--- src/rtl/loop_defines.svh ---
// Carrier loop widths and fields
`ifndef LOOP_DEFINES_SVH
`define LOOP_DEFINES_SVH

`define ERR_W       12    // phase error width
`define DATA_W      32    // bus and accumulator width
`define GAIN_W      5     // gain exponent width
`define UNITY_GAIN  11    // exponent that passes the error unscaled
`define CNT_W       16    // lock count width
`define ADDR_W      3     // wishbone word address width

// control register bits
`define CTRL_INVERT 0
`define CTRL_ZERO   1
`define CTRL_CLEAR  2

// field offsets inside the gain, lock and status words
`define LEAD_LSB    0
`define LAG_LSB     8
`define THRESH_LSB  16
`define STAT_LOCK   0
`define STAT_SATPOS 1
`define STAT_SATNEG 2

`endif
--- src/rtl/loopPkg.sv ---
// Carrier loop types
`default_nettype none

`include "loop_defines.svh"

package loopPkg;

    // word addresses on the wishbone port
    typedef enum logic [`ADDR_W-1:0] {
        REG_CTRL   = 3'd0,  // invert, zero and clear bits
        REG_GAIN   = 3'd1,  // lead and lag exponents
        REG_LIMIT  = 3'd2,  // symmetric clamp
        REG_LOCK   = 3'd3,  // lock count and threshold
        REG_STATUS = 3'd4,  // read only
        REG_ACCUM  = 3'd5   // read only
    } regAddr_t;

    // lock detector FSM
    typedef enum logic {
        LOCK_ACQUIRE = 1'b0,  // counting in-threshold samples
        LOCK_HELD    = 1'b1
    } lockState_t;

endpackage

`default_nettype wire

--- src/rtl/carrierLoop.sv ---
// Carrier recovery loop top
`timescale 1ns/1ps
`default_nettype none

`include "loop_defines.svh"

module carrierLoop
    import loopPkg::*;
(
    input  logic                        clk,
    input  logic                        reset,
    input  logic                        clkEn,
    input  logic signed [`ERR_W-1:0]    error,
    input  logic                        wbCyc,
    input  logic                        wbStb,
    input  logic                        wbWe,
    input  logic [`ADDR_W-1:0]          wbAdr,
    input  logic [`DATA_W-1:0]          wbDatW,
    input  logic [3:0]                  wbSel,
    output logic [`DATA_W-1:0]          wbDatR,
    output logic                        wbAck,
    output logic signed [`DATA_W-1:0]   loopFreq,
    output logic                        freqValid,
    output logic                        satPos,
    output logic                        satNeg,
    output lockState_t                  lockStatus
);

    // register block to filter
    logic                       invertError;
    logic                       zeroError;
    logic                       clearAccum;
    logic [`GAIN_W-1:0]         leadExp;
    logic [`GAIN_W-1:0]         lagExp;
    logic signed [`DATA_W-1:0]  limit;
    logic signed [`DATA_W-1:0]  lagAccum;
    // filter and registers to lock detector
    logic signed [`ERR_W-1:0]   loopError;
    logic                       errorValid;
    logic [`CNT_W-1:0]          lockCount;
    logic [`ERR_W-1:0]          syncThreshold;

    loopRegs regs (
        .clk(clk), .reset(reset),
        .wbCyc(wbCyc), .wbStb(wbStb), .wbWe(wbWe), .wbAdr(wbAdr),
        .wbDatW(wbDatW), .wbSel(wbSel), .wbDatR(wbDatR), .wbAck(wbAck),
        .lagAccum(lagAccum), .satPos(satPos), .satNeg(satNeg), .lockStatus(lockStatus),
        .invertError(invertError), .zeroError(zeroError), .clearAccum(clearAccum),
        .leadExp(leadExp), .lagExp(lagExp), .limit(limit),
        .lockCount(lockCount), .syncThreshold(syncThreshold)
    );

    loopFilter filter (
        .clk(clk), .reset(reset), .clkEn(clkEn), .error(error),
        .invertError(invertError), .zeroError(zeroError), .clearAccum(clearAccum),
        .leadExp(leadExp), .lagExp(lagExp), .limit(limit),
        .loopFreq(loopFreq), .freqValid(freqValid), .lagAccum(lagAccum),
        .satPos(satPos), .satNeg(satNeg),
        .loopError(loopError), .errorValid(errorValid)
    );

    lockDetector lockDet (
        .clk(clk), .reset(reset),
        .loopError(loopError), .errorValid(errorValid),
        .lockCount(lockCount), .syncThreshold(syncThreshold),
        .lockStatus(lockStatus)
    );

endmodule

`default_nettype wire

--- src/rtl/lockDetector.sv ---
// Loop lock detector
`timescale 1ns/1ps
`default_nettype none

`include "loop_defines.svh"

module lockDetector
    import loopPkg::*;
(
    input  logic                        clk,
    input  logic                        reset,
    input  logic signed [`ERR_W-1:0]    loopError,
    input  logic                        errorValid,
    input  logic [`CNT_W-1:0]           lockCount,
    input  logic [`ERR_W-1:0]           syncThreshold,
    output lockState_t                  lockStatus
);

    logic signed [`ERR_W:0] errWide;
    logic [`ERR_W:0]        errMag;     // holds 2048 for the most negative error
    logic                   inRange;
    logic [`CNT_W-1:0]      count;      // consecutive good samples
    logic [`CNT_W:0]        countNext;
    logic                   reached;

    assign errWide   = loopError;
    assign errMag    = errWide[`ERR_W] ? -errWide : errWide;
    assign inRange   = errMag <= {1'b0, syncThreshold};
    assign countNext = {1'b0, count} + 1'b1;
    assign reached   = (lockCount != '0) && (countNext >= {1'b0, lockCount});

    always_ff @(posedge clk) begin
        if (reset) begin
            lockStatus <= LOCK_ACQUIRE;
            count      <= '0;
        end else if (errorValid) begin
            case (lockStatus)
                LOCK_ACQUIRE: begin
                    if (!inRange) begin
                        count <= '0;  // run broken, start over
                    end else if (reached) begin
                        lockStatus <= LOCK_HELD;
                        count      <= '0;
                    end else begin
                        count <= countNext[`CNT_W-1:0];
                    end
                end
                LOCK_HELD: begin
                    // a single bad sample drops lock
                    if (!inRange) begin
                        lockStatus <= LOCK_ACQUIRE;
                        count      <= '0;
                    end
                end
                default: begin
                    lockStatus <= LOCK_ACQUIRE;
                    count      <= '0;
                end
            endcase
        end
    end

endmodule

`default_nettype wire

--- src/rtl/loopFilter.sv ---
// Lead-lag loop filter
`timescale 1ns/1ps
`default_nettype none

`include "loop_defines.svh"

module loopFilter (
    input  logic                        clk,
    input  logic                        reset,
    input  logic                        clkEn,
    input  logic signed [`ERR_W-1:0]    error,
    input  logic                        invertError,
    input  logic                        zeroError,
    input  logic                        clearAccum,
    input  logic [`GAIN_W-1:0]          leadExp,
    input  logic [`GAIN_W-1:0]          lagExp,
    input  logic signed [`DATA_W-1:0]   limit,
    output logic signed [`DATA_W-1:0]   loopFreq,
    output logic                        freqValid,
    output logic signed [`DATA_W-1:0]   lagAccum,
    output logic                        satPos,
    output logic                        satNeg,
    output logic signed [`ERR_W-1:0]    loopError,
    output logic                        errorValid
);

    logic [2:0]                 enDly;      // sample enable through the pipe
    logic signed [`DATA_W-1:0]  leadTerm;
    logic signed [`DATA_W-1:0]  lagTerm;
    logic signed [`DATA_W-1:0]  leadDly;    // lines lead up with the accumulator
    logic signed [`DATA_W:0]    sum;        // one guard bit
    logic signed [`DATA_W:0]    upper;
    logic signed [`DATA_W:0]    lower;

    // power-of-two gain, exponent 11 is unity and 0 turns the path off
    function automatic logic signed [`DATA_W-1:0] gainTerm(
        input logic signed [`ERR_W-1:0] err,
        input logic [`GAIN_W-1:0]       expo
    );
        logic signed [`DATA_W-1:0] wide;
        wide = err;  // sign extends
        if (expo == '0) begin
            return '0;
        end
        if (expo >= `UNITY_GAIN) begin
            return wide <<< (expo - `UNITY_GAIN);
        end
        return wide >>> (`UNITY_GAIN - expo);
    endfunction

    always_ff @(posedge clk) begin
        if (reset) begin
            enDly     <= '0;
            freqValid <= 1'b0;
        end else begin
            enDly     <= {enDly[1:0], clkEn};
            freqValid <= enDly[2];
        end
    end

    assign errorValid = enDly[0];

    // error adjust, zero wins over invert
    always_ff @(posedge clk) begin
        if (clkEn) begin
            if (zeroError) begin
                loopError <= '0;
            end else if (invertError) begin
                loopError <= -error;
            end else begin
                loopError <= error;
            end
        end
    end

    // gain stage
    always_ff @(posedge clk) begin
        if (enDly[0]) begin
            leadTerm <= gainTerm(loopError, leadExp);
            lagTerm  <= gainTerm(loopError, lagExp);
        end
    end

    assign sum   = {lagAccum[`DATA_W-1], lagAccum} + {lagTerm[`DATA_W-1], lagTerm};
    assign upper = {limit[`DATA_W-1], limit};
    assign lower = -upper;

    // lag accumulator with symmetric clamp
    always_ff @(posedge clk) begin
        if (reset || clearAccum) begin
            lagAccum <= '0;
            satPos   <= 1'b0;
            satNeg   <= 1'b0;
        end else if (enDly[1]) begin
            if (sum > upper) begin
                lagAccum <= upper[`DATA_W-1:0];
                satPos   <= 1'b1;
                satNeg   <= 1'b0;
            end else if (sum < lower) begin
                lagAccum <= lower[`DATA_W-1:0];
                satPos   <= 1'b0;
                satNeg   <= 1'b1;
            end else begin
                lagAccum <= sum[`DATA_W-1:0];
                satPos   <= 1'b0;
                satNeg   <= 1'b0;
            end
        end
    end

    always_ff @(posedge clk) begin
        if (enDly[1]) begin
            leadDly <= leadTerm;
        end
    end

    // filter output
    always_ff @(posedge clk) begin
        if (enDly[2]) begin
            loopFreq <= lagAccum + leadDly;
        end
    end

endmodule

`default_nettype wire

--- src/rtl/loopRegs.sv ---
// Loop register block
`timescale 1ns/1ps
`default_nettype none

`include "loop_defines.svh"

module loopRegs
    import loopPkg::*;
(
    input  logic                        clk,
    input  logic                        reset,
    // wishbone classic slave
    input  logic                        wbCyc,
    input  logic                        wbStb,
    input  logic                        wbWe,
    input  logic [`ADDR_W-1:0]          wbAdr,
    input  logic [`DATA_W-1:0]          wbDatW,
    input  logic [3:0]                  wbSel,
    output logic [`DATA_W-1:0]          wbDatR,
    output logic                        wbAck,
    // live status from the loop
    input  logic signed [`DATA_W-1:0]   lagAccum,
    input  logic                        satPos,
    input  logic                        satNeg,
    input  logic                        lockStatus,
    // filter and lock settings
    output logic                        invertError,
    output logic                        zeroError,
    output logic                        clearAccum,
    output logic [`GAIN_W-1:0]          leadExp,
    output logic [`GAIN_W-1:0]          lagExp,
    output logic signed [`DATA_W-1:0]   limit,
    output logic [`CNT_W-1:0]           lockCount,
    output logic [`ERR_W-1:0]           syncThreshold
);

    logic [`DATA_W-1:0] ctrlReg;
    logic [`DATA_W-1:0] gainReg;
    logic [`DATA_W-1:0] limitReg;
    logic [`DATA_W-1:0] lockReg;
    logic [`DATA_W-1:0] statusWord;
    regAddr_t           addr;
    logic               access;
    logic               writeEn;

    // byte lane merge for a selected write
    function automatic logic [`DATA_W-1:0] mergeBytes(
        input logic [`DATA_W-1:0] oldWord,
        input logic [`DATA_W-1:0] newWord,
        input logic [3:0]         sel
    );
        logic [`DATA_W-1:0] result;
        result = oldWord;
        for (int i = 0; i < 4; i++) begin
            if (sel[i]) begin
                result[8*i +: 8] = newWord[8*i +: 8];
            end
        end
        return result;
    endfunction

    assign addr    = regAddr_t'(wbAdr);
    assign access  = wbCyc && wbStb && !wbAck;  // one ack per strobe
    assign writeEn = access && wbWe;

    always_comb begin
        statusWord = '0;
        statusWord[`STAT_LOCK]   = lockStatus;
        statusWord[`STAT_SATPOS] = satPos;
        statusWord[`STAT_SATNEG] = satNeg;
    end

    always_ff @(posedge clk) begin
        if (reset) begin
            wbAck      <= 1'b0;
            clearAccum <= 1'b0;
            ctrlReg    <= '0;
            gainReg    <= '0;
            limitReg   <= '0;
            lockReg    <= '0;
        end else begin
            wbAck      <= access;
            // clear is a strobe, never stored
            clearAccum <= writeEn && (addr == REG_CTRL) && wbSel[0] && wbDatW[`CTRL_CLEAR];
            if (writeEn) begin
                case (addr)
                    REG_CTRL: begin
                        ctrlReg <= mergeBytes(ctrlReg, wbDatW, wbSel)
                                   & ~(`DATA_W'(1) << `CTRL_CLEAR);
                    end
                    REG_GAIN:  gainReg  <= mergeBytes(gainReg, wbDatW, wbSel);
                    REG_LIMIT: limitReg <= mergeBytes(limitReg, wbDatW, wbSel);
                    REG_LOCK:  lockReg  <= mergeBytes(lockReg, wbDatW, wbSel);
                    default: ;  // status and accum are read only
                endcase
            end
        end
    end

    // read data, valid alongside ack
    always_ff @(posedge clk) begin
        if (access) begin
            case (addr)
                REG_CTRL:   wbDatR <= ctrlReg;
                REG_GAIN:   wbDatR <= gainReg;
                REG_LIMIT:  wbDatR <= limitReg;
                REG_LOCK:   wbDatR <= lockReg;
                REG_STATUS: wbDatR <= statusWord;
                REG_ACCUM:  wbDatR <= lagAccum;
                default:    wbDatR <= '0;
            endcase
        end
    end

    assign invertError   = ctrlReg[`CTRL_INVERT];
    assign zeroError     = ctrlReg[`CTRL_ZERO];
    assign leadExp       = gainReg[`LEAD_LSB +: `GAIN_W];
    assign lagExp        = gainReg[`LAG_LSB +: `GAIN_W];
    assign limit         = $signed(limitReg);
    assign lockCount     = lockReg[`CNT_W-1:0];
    assign syncThreshold = lockReg[`THRESH_LSB +: `ERR_W];

endmodule

`default_nettype wire

--- config.mk ---
export PLATFORM = sky130hd
export DESIGN_NAME = carrierLoop
export DESIGN_NICKNAME = d
export VERILOG_FILES = /design/src/rtl/loopPkg.sv /design/src/rtl/carrierLoop.sv /design/src/rtl/lockDetector.sv /design/src/rtl/loopFilter.sv /design/src/rtl/loopRegs.sv
export VERILOG_INCLUDE_DIRS = /design/src /design/src/rtl
export SDC_FILE = /design/constraint.sdc
export NUM_CORES = 1
export LEC_CHECK = 0
export ABC_AREA = 1
export BUFFER_PORTS_ARGS = -buffer_cell sky130_fd_sc_hd__clkbuf_2
export CAP_MARGIN = 20
export CELL_PAD_IN_SITES_DETAIL_PLACEMENT = 0
export CELL_PAD_IN_SITES_GLOBAL_PLACEMENT = 1
export CORE_MARGIN = 5
export CORE_UTILIZATION = 41
export DETAILED_ROUTE_END_ITERATION = 10
export PLACE_DENSITY = 0.71
export SYNTH_ARGS = -nofsm -noshare
export SYNTH_HDL_FRONTEND = slang
export SYNTH_SLANG_ARGS = --single-unit
--- constraint.sdc ---
create_clock -name clk -period 4.8 [get_ports clk]
set_input_delay 0.72 -clock clk [delete_from_list [all_inputs] [get_ports clk]]
set_output_delay 0.72 -clock clk [all_outputs]
set_load 0.1 [all_outputs]
==> results.py <==
metrics = {
    "status": {
        "status": "complete, no violations",
    },
    "clock_network": {
        "cts_tree": "built",
        "path_clk_slew_ns": 0.07,
        "holdBufCountCts": 0,
        "cts_sinks": 356,
        "cts_buffers": 43,
        "cts_setup_buffers": 0,
        "clk_latency_ns": 0.58,
        "clockBufferDepth": 3,
        "htreeDepth": 2,
        "root_buffer": "clkbuf_16",
    },
    "floorplan": {
        "num_rows": 88,
        "dieArea_mm2": 0.06310,
        "dieWidth_um": 251.2,
        "core_area_mm2": 0.05770,
        "io_pins": 126,
        "start_util_pct": 41.34,
        "die_h_um": 251.2,
    },
    "synth": {
        "async_flop_share_pct": 0,
        "ys_types": 63,
        "synth_ff_type": "dfxtp_1",
        "synth_edf_count": 172,
        "synth_area_mm2": 0.02385,
        "yosys_warnings": 0,
        "syn-num-nets": 3444,
        "syn_inst": 3214,
        "yosysSeqAreaShare_pct": 37.10,
        "synth.avg_cell_area_um2": 7.422,
        "synth-seq-cells": 356,
    },
    "drt": {
        "dr.first_iter.drc_count": 1909,
        "dr.pass1.iters": 5,
        "totalWireLength_um": 88620,
        "via_per_inst": 5.561,
        "remaining_drc_errors": 0,
        "wl_per_cell_um": 21.40,
        "antenna_left": 0,
        "vias": 23030,
    },
    "worst_setup_path": {
        "crit_start": "filter.lagTerm[0]$_SDFFCE_PN0P_",
        "crit_arrival_ns": 4.91,
        "rr_endpoint": "filter.lagAccum[11]$_SDFFE_PP0P_",
        "reg2reg_depth": 28,
        "r2r_start": "filter.lagTerm[0]$_SDFFCE_PN0P_",
        "start_kind": "flop",
        "r2r_slack_ns": 0.34,
        "crit_path_top_delay_cell": "fa_1",
        "endpoint": "filter.lagAccum[11]$_SDFFE_PP0P_",
        "critical_path.top_delay_family": "simple AND/OR/NAND/NOR gates",
        "cp.depth": 28,
        "crit_fanout": 17,
        "required_ns": 5.25,
        "critPathBufInv": 4,
        "slowest_delay_ns": 0.40,
        "critical_path.endpoint_type": "flop",
        "crit_top_cell": "nand2_1",
        "path_class": "flop to flop",
    },
    "run": {
        "maxCapViolCount": 0,
    },
    "sta": {
        "final.setup.tns_ns": 0,
        "period_needed_ns": 4.461,
        "worst_pin_slew_ns": 0.9124,
        "slew_headroom_pct": 39.11,
        "holdWs_ns": 0.3889,
        "clock.fmax_ghz": 0.2242,
        "min_period_over_period_pct": 92.93,
        "rsz0062_at_grt": "no",
        "slew_viol_final": 0,
        "hold_violations": 0,
        "setup_viol": 0,
        "finClkSkew_ns": 0.03445,
    },
    "cells_and_area": {
        "multi_input_area_mm2": 0.01331,
        "drive_gt1_share_pct": 9.979,
        "syn_to_final_growth_pct": 14.26,
        "final-seq-area_mm2": 0.008853,
        "fin_nets": 3574,
        "antenna_cells": 0,
        "fillers": 5833,
        "mostFrequentLayoutCell": "nand2_1",
        "instances_no_fill": 4142,
        "mostFrequentLayoutCells": "nand2_1, o21ai_0, inv_1",
    },
    "placed_design": {
        "routabilityCongestion": 0.9275,
        "place_hpwl_um": 69640,
        "io_buffers": 125,
        "placed_cells": 4063,
    },
    "worst_hold_path": {
        "hold_class": "primary input to flop",
    },
    "global_route": {
        "overflow": 0,
        "grt_usage_pct": 26.99,
        "grt_max_degree": 81,
        "grt_pass1_wl_um": 133000,
        "antenna_found_initial": 2,
        "first_global_vias": 22040,
    },
    "power": {
        "p_per_area_mw_per_mm2": 305.4,
        "power_uw": 8324,
        "p_leak_uw": 0.01204,
        "peakVddDrop_mv": 0.2556,
    },
}
-- cells by family after synthesis --
| kind of cell | after synthesis | share of synthesized area, % |
|---|---|---|
| adder cells (fa/ha/maj) | 173 | 9.138 |
| AND/OR/NAND/NOR | 1265 | 22.53 |
| AO/OA/AOI/OAI | 818 | 18.80 |
| XOR/XNOR | 104 | 3.819 |
| flip-flops | 356 | 37.10 |
| buffers and inverters | 478 | 7.779 |
| multiplexers | 20 | 0.8393 |
-- layout make-up --
cell class	instances	area share, %
multi-input cells	2381	48.85
clock buffers	50	4.081
well taps	765	3.512
clock inverters	28	1.455
flip-flops and latches	356	32.49
inverters	354	4.876
repair buffers	208	4.742
-- per-stage QoR --
| step | instance area [um2] | setup slack, ns | utilization (%) |
|---|---|---|---|
| floorplan | 23850 | 0.5005 | - |
| global placement | 25580 | 0.1884 | 44.33 |
| detailed placement | 25580 | -0.01893 | 44.33 |
| CTS | 27090 | 0.02900 | 46.96 |
| global route | 27250 | 0.005388 | 47.24 |
| finish | 27250 | 0.3392 | 47.24 |
-- cell usage after synthesis, drive strengths merged (10+ instances only) --
library cell,number,area share (%)
mux2i,20,0.84
nand3,178,3.8
nand4,59,1.6
nor3,47,1.0
o21ai,365,7.7
o211ai,19,0.60
ha,171,9.0
clkbuf,86,1.4
a21o,14,0.44
o22ai,18,0.47
a21oi,301,6.3
buf,38,0.85
nor2,303,4.8
dfxtp,184,15
a31oi,22,0.58
inv,347,5.5
nand2,644,10
o2111ai,11,0.40
xor2,86,3.2
edfxtp,172,22
a22oi,10,0.31
nor4,14,0.37
xnor2,18,0.66
-- worst min-delay path by stage --
stage / depth (start not counted) / to / slack [ns] / from
after global placement: 0 / filter.leadDly[5]$_DFFE_PP_ / 0.40 / filter.leadTerm[5]$_SDFFCE_PN0P_
after floorplan: 0 / filter.leadDly[0]$_DFFE_PP_ / 0.40 / filter.leadTerm[0]$_SDFFCE_PN0P_
after global routing: 3 / regs.wbAck$_SDFF_PP0_ / 0.39 / wbCyc
after CTS: 3 / regs.wbAck$_SDFF_PP0_ / 0.36 / wbCyc
after detailed placement: 0 / filter.leadDly[25]$_DFFE_PP_ / 0.40 / filter.leadTerm[25]$_SDFFCE_PN0P_
final: 3 / regs.wbAck$_SDFF_PP0_ / 0.39 / wbCyc
-- layer usage --
| layer | part of all wire (%) | GRT usage (%) | routed length, um | up-vias |
|---|---|---|---|---|
| met5 | 0 | 0 | 0 | - |
| met4 | 3.6 | 9.216 | 3224 | 0 |
| met3 | 5.2 | 3.290 | 4598 | 156 |
| met2 | 47 | 45.28 | 41810 | 655 |
| met1 | 44 | 36.27 | 38990 | 10950 |
| li1 | - | - | - | 11270 |
-- repair_timing --
action | CTS | global route
resized for setup | 2 | 31
pin swaps | 0 | 5
setup endpoints to repair | 8 | 34
cloned | 0 | 1
-- tightest hold or removal path, stage by stage --
cell and delay (ns):
clkbuf_2 0.08, inv_1 0.07, nor4_1 0.05
-- report_power, final --
part	total [uW]	switching [uW]	leakage [uW]	internal [uW]
combinational	1460	1020	0.00818	434
clock	3550	1390	0.000741	2160
sequential	3320	57.5	0.00312	3260
-- state kept, by name (all words and copies together), names as in the netlist, 3 cells and up --
signal	flops
filter.enDly	3
filter.lagAccum	32
filter.lagTerm	32
filter.leadDly	32
filter.leadTerm	32
filter.loopError	12
filter.loopFreq	32
lockDet.count	16
regs.ctrlReg	31
regs.gainReg	32
regs.limit	32
regs.lockReg	32
regs.wbDatR	32
No activity file was read; power rests on OpenSTA's default activity.
